--- config.mk ---
export PLATFORM = sky130hd
export DESIGN_NAME = cpu_top
export DESIGN_NICKNAME = d
export VERILOG_FILES = /design/src/design/cpu_pkg.sv /design/src/design/cpu_alu.sv /design/src/design/cpu_bus_master.sv /design/src/design/cpu_control.sv /design/src/design/cpu_decoder.sv /design/src/design/cpu_top.sv
export VERILOG_INCLUDE_DIRS = /design/src /design/src/design
export SDC_FILE = /design/constraint.sdc
export NUM_CORES = 1
export LEC_CHECK = 0
export BUFFER_PORTS_ARGS = -buffer_cell sky130_fd_sc_hd__buf_4
export CELL_PAD_IN_SITES_DETAIL_PLACEMENT = 1
export CELL_PAD_IN_SITES_GLOBAL_PLACEMENT = 2
export CORE_MARGIN = 4
export CORE_UTILIZATION = 41
export DETAILED_ROUTE_END_ITERATION = 6
export PLACE_DENSITY = 0.88
export SLEW_MARGIN = 40
export SYNTH_ARGS = -nofsm -noshare
export SYNTH_HDL_FRONTEND = slang
export SYNTH_SLANG_ARGS = --single-unit
--- constraint.sdc ---
create_clock -name clk -period 5 [get_ports clk]
set_input_delay 1 -clock clk [delete_from_list [all_inputs] [get_ports clk]]
set_output_delay 1 -clock clk [all_outputs]
set_load 0.05 [all_outputs]
--- src/design/cpu_config.svh ---
/*
 * 8051 subset core constants
 * widths, reset vector, idle length, SFR addresses and PSW bits
 */
`ifndef CPU_CONFIG_SVH
`define CPU_CONFIG_SVH

`define CPU_DATA_W      8
`define CPU_ADDR_W      16
`define CPU_RESET_PC    16'h0100    // first fetch after reset
`define CPU_NOP_CYCLES  3'd4        // idle cycles per NOP

// SFRs served inside the core
`define CPU_SFR_ACC     8'hE0
`define CPU_SFR_B       8'hF0
`define CPU_SFR_PSW     8'hD0

`define CPU_PSW_CY      7           // carry from ADD
`define CPU_PSW_P       0           // accumulator parity

`endif

--- src/design/cpu_pkg.sv ---
/*
 * cpu_pkg
 * shared types for the 8051 subset core: FSM states, opcodes,
 * ALU operations, operand sources and bus word types
 */
`default_nettype none

`include "cpu_config.svh"

package cpu_pkg;

    typedef logic [`CPU_DATA_W-1:0] byte_t;
    typedef logic [`CPU_ADDR_W-1:0] addr_t;

    // instruction FSM stages
    typedef enum logic [2:0] {
        ST_NOP,
        ST_FETCH,
        ST_DECODE,
        ST_RAM_READ,
        ST_ROM_READ,
        ST_EXEC,
        ST_RAM_WRITE
    } cpu_state_t;

    // supported opcodes, anything else idles like NOP
    typedef enum logic [7:0] {
        OP_NOP       = 8'h00,
        OP_INC_A     = 8'h04,
        OP_ADD_IMM   = 8'h24,
        OP_ADD_DIR   = 8'h25,
        OP_ANL_IMM   = 8'h54,
        OP_XRL_IMM   = 8'h64,
        OP_MOV_IMM   = 8'h74,
        OP_MOV_A_DIR = 8'hE5,
        OP_MOV_DIR_A = 8'hF5
    } cpu_opcode_t;

    typedef enum logic [2:0] {
        ALU_PASS,   // result = b
        ALU_ADD,
        ALU_ANL,
        ALU_XRL,
        ALU_INC     // result = a + 1
    } alu_op_t;

    typedef enum logic [1:0] {
        SRC_ACC,
        SRC_RAM_DATA,
        SRC_ROM_DATA,
        SRC_NONE
    } operand_src_t;

endpackage

`default_nettype wire

--- src/design/cpu_alu.sv ---
/*
 * Execute unit
 * 8-bit pass, add, and, xor and increment with carry and parity
 */
`timescale 1ns/100ps
`default_nettype none

module cpu_alu (
    input  cpu_pkg::byte_t   a,
    input  cpu_pkg::byte_t   b,
    input  cpu_pkg::alu_op_t op,
    input  logic             carry_in,
    output cpu_pkg::byte_t   result,
    output logic             carry_out,
    output logic             parity
);
    import cpu_pkg::*;

    always_comb begin
        carry_out = carry_in;   // only ADD touches the carry
        case (op)
            ALU_ADD: {carry_out, result} = {1'b0, a} + {1'b0, b};
            ALU_ANL: result = a & b;
            ALU_XRL: result = a ^ b;
            ALU_INC: result = a + 8'd1;     // no carry out, as on the 8051
            default: result = b;            // pass
        endcase
    end

    assign parity = ^result;    // even parity over the result

endmodule

`default_nettype wire

--- src/design/cpu_bus_master.sv ---
/*
 * Wishbone classic master
 * runs one single read or write cycle per request and
 * returns the read byte with a one-cycle done pulse
 */
`timescale 1ns/100ps
`default_nettype none

module cpu_bus_master (
    input  logic           clk,
    input  logic           rst_n,
    // request side
    input  logic           req,
    input  logic           req_we,
    input  logic           req_ram_sel,
    input  cpu_pkg::addr_t req_adr,
    input  cpu_pkg::byte_t req_wdata,
    output logic           done,
    output cpu_pkg::byte_t rdata,
    // wishbone side
    output cpu_pkg::addr_t wb_adr,
    output cpu_pkg::byte_t wb_dat_o,
    input  cpu_pkg::byte_t wb_dat_i,
    output logic           wb_we,
    output logic           wb_cyc,
    output logic           wb_stb,
    output logic           ram_sel,
    input  logic           wb_ack
);

    // ----------------------------------------------------------
    // cycle control
    // ----------------------------------------------------------
    always_ff @(posedge clk or negedge rst_n) begin
        if (!rst_n) begin
            wb_cyc <= 1'b0;
            wb_stb <= 1'b0;
            wb_we  <= 1'b0;
            done   <= 1'b0;
        end else begin
            done <= 1'b0;
            if (wb_cyc) begin
                if (wb_ack) begin   // slave may stretch this any number of cycles
                    wb_cyc <= 1'b0;
                    wb_stb <= 1'b0;
                    wb_we  <= 1'b0;
                    done   <= 1'b1;
                end
            end else if (req) begin
                wb_cyc <= 1'b1;
                wb_stb <= 1'b1;
                wb_we  <= req_we;
            end
        end
    end

    // address, data and tag held for the whole cycle
    always_ff @(posedge clk) begin
        if (req && !wb_cyc) begin
            wb_adr   <= req_adr;
            wb_dat_o <= req_wdata;
            ram_sel  <= req_ram_sel;
        end
        if (wb_cyc && wb_ack) begin
            rdata <= wb_dat_i;  // sampled at the ack edge
        end
    end

endmodule

`default_nettype wire

--- src/design/cpu_control.sv ---
/*
 * Instruction control FSM
 * holds PC, IR, ACC, B, PSW and the operand registers, runs fetch,
 * operand and write-back stages and serves ACC/B/PSW internally
 */
`timescale 1ns/100ps
`default_nettype none

`include "cpu_config.svh"

module cpu_control (
    input  logic                  clk,
    input  logic                  rst_n,
    // decoder
    input  cpu_pkg::cpu_state_t   next_state,
    input  logic [1:0]            step_total,
    input  cpu_pkg::alu_op_t      alu_op,
    input  cpu_pkg::operand_src_t dst_src,
    input  cpu_pkg::operand_src_t b_src,
    output cpu_pkg::byte_t        opcode,
    output logic [1:0]            step,
    // ALU
    output cpu_pkg::byte_t        alu_a,
    output cpu_pkg::byte_t        alu_b,
    output cpu_pkg::alu_op_t      alu_op_out,
    output logic                  carry_in,
    input  cpu_pkg::byte_t        alu_result,
    input  logic                  carry_out,
    input  logic                  parity,
    // bus master
    output logic                  req,
    output logic                  req_we,
    output logic                  req_ram_sel,
    output cpu_pkg::addr_t        req_adr,
    output cpu_pkg::byte_t        req_wdata,
    input  logic                  done,
    input  cpu_pkg::byte_t        rdata
);
    import cpu_pkg::*;

    localparam logic [2:0] NOP_RELOAD = `CPU_NOP_CYCLES - 3'd1;

    cpu_state_t state;
    addr_t      pc;
    byte_t      ir, acc, b_reg, psw;
    byte_t      ram_data, rom_data;     // rom_data doubles as direct address
    byte_t      sfr_rdata;
    logic [1:0] step_cnt;
    logic [2:0] nop_cnt;
    logic       pending;                // bus request outstanding
    logic       sfr_hit, stage_end, last_step;

    function automatic byte_t pick_operand(operand_src_t src, byte_t a_v, byte_t ram_v,
                                           byte_t rom_v);
        case (src)
            SRC_ACC:      return a_v;
            SRC_RAM_DATA: return ram_v;
            SRC_ROM_DATA: return rom_v;
            default:      return '0;
        endcase
    endfunction

    assign opcode     = ir;
    assign step       = step_cnt;
    assign alu_a      = pick_operand(dst_src, acc, ram_data, rom_data);
    assign alu_b      = pick_operand(b_src, acc, ram_data, rom_data);
    assign alu_op_out = (state == ST_EXEC) ? alu_op : ALU_PASS;
    assign carry_in   = psw[`CPU_PSW_CY];

    // ----------------------------------------------------------
    // SFR decode and bus requests
    // ----------------------------------------------------------
    assign sfr_hit = (rom_data == `CPU_SFR_ACC) || (rom_data == `CPU_SFR_B) ||
                     (rom_data == `CPU_SFR_PSW);

    always_comb begin
        case (rom_data)
            `CPU_SFR_ACC: sfr_rdata = acc;
            `CPU_SFR_B:   sfr_rdata = b_reg;
            `CPU_SFR_PSW: sfr_rdata = psw;
            default:      sfr_rdata = '0;
        endcase
    end

    assign req_ram_sel = (state == ST_RAM_READ) || (state == ST_RAM_WRITE);
    assign req_we      = (state == ST_RAM_WRITE);
    assign req_adr     = req_ram_sel ? {{(`CPU_ADDR_W-`CPU_DATA_W){1'b0}}, rom_data} : pc;
    assign req_wdata   = alu_a;
    assign req = !pending && ((state == ST_FETCH) || (state == ST_ROM_READ) ||
                              (req_ram_sel && !sfr_hit));

    // a decoded step finishes, SFR accesses take a single cycle
    assign stage_end = (state == ST_EXEC) ||
                       ((state == ST_ROM_READ) && done) ||
                       (req_ram_sel && (sfr_hit || done));
    assign last_step = (step_cnt + 2'd1 == step_total);

    // ----------------------------------------------------------
    // state, PC and architectural registers
    // ----------------------------------------------------------
    always_ff @(posedge clk or negedge rst_n) begin
        if (!rst_n) begin
            state    <= ST_NOP;
            nop_cnt  <= NOP_RELOAD;
            pc       <= `CPU_RESET_PC;
            step_cnt <= 2'd0;
            pending  <= 1'b0;
            acc      <= '0;
            b_reg    <= '0;
            psw      <= '0;
        end else begin
            if (req) begin
                pending <= 1'b1;
            end else if (done) begin
                pending <= 1'b0;
            end
            case (state)
                ST_NOP: begin
                    if (nop_cnt == 3'd0) begin
                        state   <= ST_FETCH;
                        nop_cnt <= NOP_RELOAD;
                    end else begin
                        nop_cnt <= nop_cnt - 3'd1;
                    end
                end
                ST_FETCH: begin
                    if (done) begin
                        pc       <= pc + 1'b1;
                        step_cnt <= 2'd0;
                        state    <= ST_DECODE;
                    end
                end
                ST_DECODE:   state <= next_state;
                ST_ROM_READ: if (done) pc <= pc + 1'b1;
                ST_EXEC: begin
                    if (dst_src == SRC_ACC) begin
                        acc                <= alu_result;
                        psw[`CPU_PSW_CY]   <= carry_out;
                        psw[`CPU_PSW_P]    <= parity;
                    end
                end
                ST_RAM_WRITE: begin
                    if (sfr_hit) begin
                        case (rom_data)
                            `CPU_SFR_ACC: begin
                                acc             <= alu_a;
                                psw[`CPU_PSW_P] <= ^alu_a;
                            end
                            `CPU_SFR_B:   b_reg <= alu_a;
                            default: begin
                                psw             <= alu_a;
                                psw[`CPU_PSW_P] <= ^acc;    // P always follows ACC
                            end
                        endcase
                    end
                end
                default: ;
            endcase
            if (stage_end) begin
                step_cnt <= step_cnt + 2'd1;
                state    <= last_step ? ST_FETCH : ST_DECODE;
            end
        end
    end

    // instruction and operand bytes
    always_ff @(posedge clk) begin
        if ((state == ST_FETCH) && done) begin
            ir <= rdata;
        end
        if ((state == ST_ROM_READ) && done) begin
            rom_data <= rdata;
        end
        if ((state == ST_RAM_READ) && stage_end) begin
            ram_data <= sfr_hit ? sfr_rdata : rdata;
        end
        if (state == ST_EXEC) begin
            if (dst_src == SRC_RAM_DATA) ram_data <= alu_result;
            if (dst_src == SRC_ROM_DATA) rom_data <= alu_result;
        end
    end

endmodule

`default_nettype wire

--- src/design/cpu_decoder.sv ---
/*
 * Instruction decoder
 * maps opcode and step index to the next FSM stage, ALU operation,
 * operand sources and the number of steps of the instruction
 */
`timescale 1ns/100ps
`default_nettype none

module cpu_decoder (
    input  cpu_pkg::byte_t        opcode,
    input  logic [1:0]            step,        // steps already done
    output cpu_pkg::cpu_state_t   next_state,
    output logic [1:0]            step_total,
    output cpu_pkg::alu_op_t      alu_op,
    output cpu_pkg::operand_src_t a_src,       // also the destination
    output cpu_pkg::operand_src_t b_src
);
    import cpu_pkg::*;

    alu_op_t imm_op;    // operation of the immediate forms

    always_comb begin
        case (cpu_opcode_t'(opcode))
            OP_ADD_IMM, OP_ADD_DIR: imm_op = ALU_ADD;
            OP_ANL_IMM:             imm_op = ALU_ANL;
            OP_XRL_IMM:             imm_op = ALU_XRL;
            default:                imm_op = ALU_PASS;   // the MOV forms
        endcase
    end

    always_comb begin
        next_state = ST_NOP;
        step_total = 2'd0;
        alu_op     = ALU_PASS;
        a_src      = SRC_NONE;
        b_src      = SRC_NONE;
        case (cpu_opcode_t'(opcode))
            OP_NOP: next_state = ST_NOP;
            OP_INC_A: begin
                step_total = 2'd1;
                next_state = ST_EXEC;
                alu_op     = ALU_INC;
                a_src      = SRC_ACC;
            end
            // immediate byte then execute
            OP_ADD_IMM, OP_ANL_IMM, OP_XRL_IMM, OP_MOV_IMM: begin
                step_total = 2'd2;
                if (step == 2'd0) begin
                    next_state = ST_ROM_READ;
                end else begin
                    next_state = ST_EXEC;
                    alu_op     = imm_op;
                    a_src      = SRC_ACC;
                    b_src      = SRC_ROM_DATA;
                end
            end
            // direct address, RAM operand, execute
            OP_ADD_DIR, OP_MOV_A_DIR: begin
                step_total = 2'd3;
                case (step)
                    2'd0:    next_state = ST_ROM_READ;
                    2'd1:    next_state = ST_RAM_READ;
                    default: begin
                        next_state = ST_EXEC;
                        alu_op     = imm_op;
                        a_src      = SRC_ACC;
                        b_src      = SRC_RAM_DATA;
                    end
                endcase
            end
            OP_MOV_DIR_A: begin
                step_total = 2'd2;
                if (step == 2'd0) begin
                    next_state = ST_ROM_READ;
                end else begin
                    next_state = ST_RAM_WRITE;
                    a_src      = SRC_ACC;       // write data
                end
            end
            default: next_state = ST_NOP;       // unknown opcode idles
        endcase
    end

endmodule

`default_nettype wire

--- src/design/cpu_top.sv ---
/*
 * 8051 subset core top level
 * control FSM, decoder, execute unit and Wishbone classic master
 */
`timescale 1ns/100ps
`default_nettype none

module cpu_top (
    input  logic           clk,
    input  logic           rst_n,
    output cpu_pkg::addr_t wb_adr,
    output cpu_pkg::byte_t wb_dat_o,
    input  cpu_pkg::byte_t wb_dat_i,
    output logic           wb_we,
    output logic           wb_cyc,
    output logic           wb_stb,
    output logic           ram_sel,
    input  logic           wb_ack
);
    import cpu_pkg::*;

    cpu_state_t   next_state;
    operand_src_t a_src, b_src;
    alu_op_t      alu_op, alu_op_exec;
    byte_t        opcode, alu_a, alu_b, alu_result;
    byte_t        req_wdata, rdata;
    addr_t        req_adr;
    logic [1:0]   step, step_total;
    logic         carry_in, carry_out, parity;
    logic         req, req_we, req_ram_sel, done;

    cpu_control u_control (
        .clk(clk), .rst_n(rst_n),
        .next_state(next_state), .step_total(step_total),
        .alu_op(alu_op), .dst_src(a_src), .b_src(b_src),
        .opcode(opcode), .step(step),
        .alu_a(alu_a), .alu_b(alu_b), .alu_op_out(alu_op_exec), .carry_in(carry_in),
        .alu_result(alu_result), .carry_out(carry_out), .parity(parity),
        .req(req), .req_we(req_we), .req_ram_sel(req_ram_sel),
        .req_adr(req_adr), .req_wdata(req_wdata),
        .done(done), .rdata(rdata)
    );

    cpu_decoder u_decoder (
        .opcode(opcode), .step(step),
        .next_state(next_state), .step_total(step_total),
        .alu_op(alu_op), .a_src(a_src), .b_src(b_src)
    );

    cpu_alu u_alu (
        .a(alu_a), .b(alu_b), .op(alu_op_exec), .carry_in(carry_in),
        .result(alu_result), .carry_out(carry_out), .parity(parity)
    );

    cpu_bus_master u_bus (
        .clk(clk), .rst_n(rst_n),
        .req(req), .req_we(req_we), .req_ram_sel(req_ram_sel),
        .req_adr(req_adr), .req_wdata(req_wdata),
        .done(done), .rdata(rdata),
        .wb_adr(wb_adr), .wb_dat_o(wb_dat_o), .wb_dat_i(wb_dat_i),
        .wb_we(wb_we), .wb_cyc(wb_cyc), .wb_stb(wb_stb),
        .ram_sel(ram_sel), .wb_ack(wb_ack)
    );

endmodule

`default_nettype wire

==> Yosys cells after proc, flatten, opt, wreduce, memory -nomap -nowiden <==
Cells that the tools add are included.
{ "totals": {"elab_cells": 176, "register_bits": 110, "in_bits": 11} }
{ "classes": {"bitwise_logic": 3, "muxes": 61, "eq_ne": 36, "add_sub_neg": 5, "reduce_logical": 49} }
{ "ops": {"columns": ["op", "n"], "rows": [
  ["$mux W8", 12],
  ["$pmux W8 S3", 3],
  ["$eq A8 B8 Y1 const B", 5],
  ["$pmux W8 S4", 1],
  ["$eq A8 B7 Y1 const B", 3],
  ["$reduce_xor A8 Y1", 3],
  ["$mux W2", 10],
  ["$pmux W2 S3", 3],
  ["$pmux W3 S3", 2],
  ["$mux W1", 17],
  ["$add A16 B1 Y16 const B", 1],
  ["$eq A8 B6 Y1 const B", 2],
  ["$pmux W8 S2", 1],
  ["$mux W3", 5],
  ["$eq A3 B2 Y1 const B", 4],
  ["$eq A3 B3 Y1 const B", 4],
  ["$ne A2 B2 Y1 const B", 6],
  ["$pmux W3 S4", 1],
  ["$reduce_bool A2 Y1", 5],
  ["$reduce_or A2 Y1", 5],
  ["$add A8 B8 Y9", 1],
  ["$reduce_and A3 Y1", 3],
  ["$add A8 B1 Y8 const B", 1],
  ["$and A8 B8 Y8", 1],
  ["other kinds (26)", 55]
]} }

==> Depth between registers and ports, before layout <==
{ "logic_depth": {"word_depth": 11, "depth_mapped": 19, "ltp_nobuf": 18} }

==> Modules after synthesis <==
From an unflattened synthesis, not the netlist that was laid out.
{ "unflattened": {"hier_cells": 698, "hier_area_um2": 6944.2} }
{ "by_module_without_submodules": {"columns": ["mod", "n_inst", "cells_each", "area_per_inst_um2"], "rows": [
  ["cpu_control", 1, 481, 4546.9],
  ["cpu_bus_master", 1, 47, 1147.4],
  ["cpu_alu", 1, 115, 874.6],
  ["cpu_decoder", 1, 55, 375.4]
]} }

==> Worst setup path after synthesis <==
OpenSTA, ideal clock, no wires.
{ "synth_path": {"kind": "flip-flop to flip-flop", "start": "reg u_control.ir[1], in the netlist u_control.opcode[1]", "end": "reg u_control.psw[0]", "t_required_ps": 4924, "path_stages_with_launch": 20, "n_path_buf": 2, "arrival_time_ps": 4014, "path_slack_ps": 909, "period_less_slack_ps": 4091, "cell_sequence": "edfxtp_1 or3b_1 buf_6 nor4_2 a21oi_1 o21ai_1 buf_6 and2_1 ha_1 inv_1 fa_1 o21ai_0 a31oi_1 or3_1 a21oi_1 o22ai_2 xnor2_1 xnor2_1 xnor3_1 o21ai_1"} }
{ "synth_via": {"elab_cells_between_ends": 44, "classes_between": "add/sub: 2; eq/ne: 17; mux: 14; bitwise: 2; reduce/logical: 9"} }
{ "synth_lines": {"columns": ["element", "line_no", "rtl"], "rows": [
  ["start, declared", "cpu_control.sv:45", "byte_t ir, acc, b_reg, psw;"],
  ["start signal, assigned", "cpu_control.sv:169", "ir <= rdata;"],
  ["$eq A8 B6 Y1 (tied with other cells)", "cpu_decoder.sv:37", "case (cpu_opcode_t'(opcode))"],
  ["$reduce_or A5 Y1 (no line) or $reduce_or A2 Y1 (tied branches)", null, null],
  ["$pmux W2 S3 (*)", "cpu_decoder.sv:37", null],
  ["$eq A2 B2 Y1 (tied with other cells)", "cpu_control.sv:55", "case (src)"],
  ["$pmux W8 S3 (*)", "cpu_control.sv:55", null],
  ["via alu_a[0]", "cpu_top.sv:25", "byte_t opcode, alu_a, alu_b, alu_result;"],
  ["$add A8 B1 Y8 (tied with other cells)", "cpu_alu.sv:25", "ALU_INC: result = a + 8'd1;"],
  ["$pmux W8 S4", "cpu_alu.sv:21", "case (op)"],
  ["$reduce_xor A8 Y1", "cpu_alu.sv:30", "assign parity = ^result;"],
  ["$mux W1", "cpu_control.sv:136", "if (dst_src == SRC_ACC) begin"],
  ["$pmux W1 S2 (*)", "cpu_control.sv:117", "case (state)"],
  ["end signal, assigned by index", "cpu_control.sv:138", "psw[`CPU_PSW_CY] <= carry_out;"],
  ["end signal, assigned by index", "cpu_control.sv:139", "psw[`CPU_PSW_P] <= parity;"],
  ["end signal, assigned by index", "cpu_control.sv:147", "psw[`CPU_PSW_P] <= ^alu_a;"],
  ["end, declared", "cpu_control.sv:45", null]
]} }
Mark *: on every way through the listed nets, which the timed path passes. The rest lies on a longest branch. The select of a mux whose other input is x is not followed.
A chain may end at the register's enable or synchronous reset.

==> Final worst setup path <==
Ends and elaborated chain as after synthesis.

==> impl_summary.txt <==
----------------------------------------------------
[Run status]
  Result of the run ... finished clean

[Timing]
  Number of setup violations in the final report ... 0
  Tcrit/Tclk final ... 0.9033
  Transition time at the pin with the least slew margin ... 688.5 ps
  Upper clock frequency limit ... 0.2214 GHz
  Setup repair after global routing missed its margin ... false
  Final worst path period need ... 4517 ps
  Headroom to the max-slew limit ... 0.5393
  Number of slew-limit violations in the final report ... 0
  Number of hold violations in the final report ... 0
  Total negative setup slack ... 0 ps
  Final clock skew ... 7.242 ps

[Min path]
  Type of the most critical hold path ... reg2reg

[Place]
  Placed wire-length estimate after detailed placement ... 12410 µm
  Placed Area ... 6490 µm²
  Placed Cells ... 767
  Final estimated routing congestion in global placement ... 0.9527
  Number of buffers added on ports ... 38

[GRT]
  Wire length of the first global-routing pass ... 26410 µm
  Number of global-route vias before repair ... 4745
  GRT Residual Overflow ... 0
  Number of antenna violations at the first check in global routing ... 0
  Gr usage total ... 0.2059
  Maximum number of pins on one net before global-route repair ... 54

[Clock network]
  H-tree lvl count ... 3
  Num Clock Sinks ... 110
  CTS tree ... built
  Quantity of gates resized following cts ... 0
  Hold Buf Count CTS ... 0
  Clock insertion delay at the later pin of the skew report ... 360 ps
  Clock transition at the register clock pins on the worst setup and hold paths after CTS ... 70 ps
  Maximum root-to-sink buffer count ... 2
  Setup fix buffers added after clock tree synthesis ... 0
  Number of CTS-inserted buffers ... 9
  CTS Root Buffer Type ... sky130_fd_sc_hd__clkbuf_16

[Setup path]
  Required time reported for the critical path endpoint ... 5290 ps
  Critical Setup Path Class ... reg2reg
  Setup crit end kind ... flip-flop
  Largest stage delay, worst path ... 590 ps
  Slowest CP cell ... sky130_fd_sc_hd__or3b_1
  Data arrival time of the worst path ... 4800 ps
  Chain of cells forming the critical path ... or3b_1 -> nor4_2 -> a21oi_1 -> o21ai_1 -> and2_1 -> ha_1 -> inv_1 -> fa_1 -> o21ai_0 -> a31oi_1 -> or3_1 -> a21oi_1 -> o22ai_2 -> xnor2_1 -> xnor2_1 -> xnor3_1 -> o21ai_1
  Highest net fanout along the worst path ... 9
  Startpoint type of the worst setup path ... flip-flop

[Route]
  Via total after detailed routing ... 4530
  Final wirelength ... 16580 µm
  Average wire per standard cell ... 21.12 µm
  Vias per cell ... 5.771
  Drt initial violations ... 341
  Number of remaining DRC errors ... 0
  Detailed Routing Iterations Pass 1 ... 5
  Number of nets still failing antenna checks after routing ... 0

[Cells and area]
  Final core area utilization ... 0.4668
  Fraction of final layout cells with drive strength greater than 1 ... 0.1681
  Leading cell types in the layout, fill and taps excluded ... sky130_fd_sc_hd__nand2_1, sky130_fd_sc_hd__edfxtp_1, sky130_fd_sc_hd__dfrtp_1
  Layout filler cell count ... 1581
  Largest registers ... u_bus.wb_adr x16, u_control.pc x16
  Filler-free cell count of the finished design ... 785
  Most frequent standard cell in the layout excluding fill and tap cells ... sky130_fd_sc_hd__nand2_1
  Antenna diode count ... 0
  Final standard cell area without fillers ... 6784 µm²
  Area growth from synthesis to layout ... 11.70%
  Net total in the final layout ... 626

[Synthesis]
  Post-Syn Area per Cell ... 10.75 µm²
  Share of Yosys cell area claimed by the top area cell type ... 0.2818
  Post-synth top flop ... sky130_fd_sc_hd__edfxtp_1
  Number of synthesis warnings ... 0
  Distinct cell type count after synthesis ... 74
  Number of instances in the synthesized netlist ... 565
  Share of the yosys chip area belonging to registers ... 0.5008
  Post-synthesis sequential element count ... 110
  Mapped Area ... 6073 µm²
  Ranking of synthesized cells by area ... sky130_fd_sc_hd__edfxtp_1, sky130_fd_sc_hd__dfrtp_1, sky130_fd_sc_hd__xnor2_1
  Number of enable-type register cells in the synthesized netlist ... 57
  Cell taking the most area after synthesis ... sky130_fd_sc_hd__edfxtp_1
  Synthesized netlist net count ... 595
  Post-synth ARST share ... 0.4818

[Power]
  Total power consumption of the routed design ... 0.002409 W
  Peak supply drop ... 0.2163 mV
  Leakage power ... 2.768 nW
  Power density cells ... 355.1 nW/µm²

[Floorplanning]
  Overall die height ... 129.7 µm
  Starting utilization of the core area ... 0.4179
  Num rows ... 44
  Count of boundary I/O pins ... 39
  CORE AREA ... 14530 µm²
  Horizontal die dimension ... 129.7 µm
  Die Footprint ... 16820 µm²

[Flow run]
  Number of maximum-capacitance violations ... 0

----------------------------------------------------
-- logic make-up (layout without fill, tap and decap cells) --
logic type	count (synthesis)	count (layout)	synth area share
XOR/XNOR	44	44	0.06696
multiplexers	25	25	0.04429
flip-flops	110	110	0.5008
buffers and inverters	52	88	0.03996
AO/OA/AOI/OAI	130	130	0.1380
adder cells (fa/ha/maj)	19	19	0.04038
AND/OR/NAND/NOR	185	185	0.1696
-- final cells by class --
| cell class | count | area, µm² | share of cell area |
|---|---|---|---|
| inverters | 27 | 101.3 | 0.01494 |
| flip-flops and latches | 110 | 3042 | 0.4484 |
| clock inverters | 5 | 33.78 | 0.004980 |
| well taps | 184 | 230.2 | 0.03394 |
| repair buffers | 45 | 350.3 | 0.05164 |
| multi-input cells | 403 | 2794 | 0.4118 |
| clock buffers | 11 | 232.7 | 0.03430 |
-- worst max-delay path: cells and delay by family, from the launching register on --
kind	cells	cell delay (ps)
and+or+nand+nor	4	1630
AOI/OAI and AO/OA	7	1110
adders and majority gates	2	620
xor gates and xnor gates	3	570
DFF	1	460
buffers and inverters	1	70
-- final timing paths --
kind | slack, ps | cells after the start | to | startpoint
min in group asynchronous | 540 | 1 | u_control.acc[1]$_DFFE_PN0P_ | rst_n
worst max-delay path | 480 | 17 | u_control.psw[0]$_DFFE_PN0P_ | u_control.opcode[1]$_DFFE_PP_
worst max register to register | 480 | 17 | u_control.psw[0]$_DFFE_PN0P_ | u_control.opcode[1]$_DFFE_PP_
worst min register to register | 490 | 2 | u_control.b_reg[7]$_DFFE_PN0P_ | u_control.b_reg[7]$_DFFE_PN0P_
worst min-delay path | 490 | 2 | u_control.b_reg[7]$_DFFE_PN0P_ | u_control.b_reg[7]$_DFFE_PN0P_
max in group asynchronous | 3910 | 2 | u_control.nop_cnt[0]$_DFFE_PN1N_ | rst_n
-- power breakdown --
part	total, W	switching, W	internal, W
clock network	0.000670	0.000331	0.000339
registers	0.00116	0.0000963	0.00107
logic	0.000574	0.000372	0.000202
-- synth_stat cells (all sizes together), types with 3 or more instances --
library cell / count
nor3: 7
xnor2: 32
a21oi: 32
xor2: 11
ha: 18
nand2b: 4
clkbuf: 16
o211ai: 3
nor4b: 3
o22ai: 14
nand3: 16
and4: 4
edfxtp: 57
mux2: 15
nor3b: 4
inv: 27
o31ai: 3
and2: 13
mux2i: 10
or3: 4
nor4: 6
nor2: 26
a21o: 5
dfrtp: 50
nand4: 9
and3: 7
dfstp: 3
nand2: 69
nor2b: 5
o21ai: 46
a22o: 6
buf: 9
a221o: 3
-- stage by stage --
step	setup slack, ps	hold WS [ps]
finish	483.3	486.0
global placement	664.4	455.1
detailed placement	465.9	469.2
CTS	437.4	484.5
global route	133.6	513.9
floorplan	909.5	437.5
-- routing by layer --
layer | GRT usage | share of wire | vias up
li1 | - | - | 2097
met1 | 0.2811 | 0.45 | 2277
met2 | 0.3367 | 0.48 | 133
met3 | 0.03152 | 0.049 | 23
met4 | 0.07152 | 0.023 | 0
met5 | 0 | 0 | -
(Power assumes the default switching activity.)
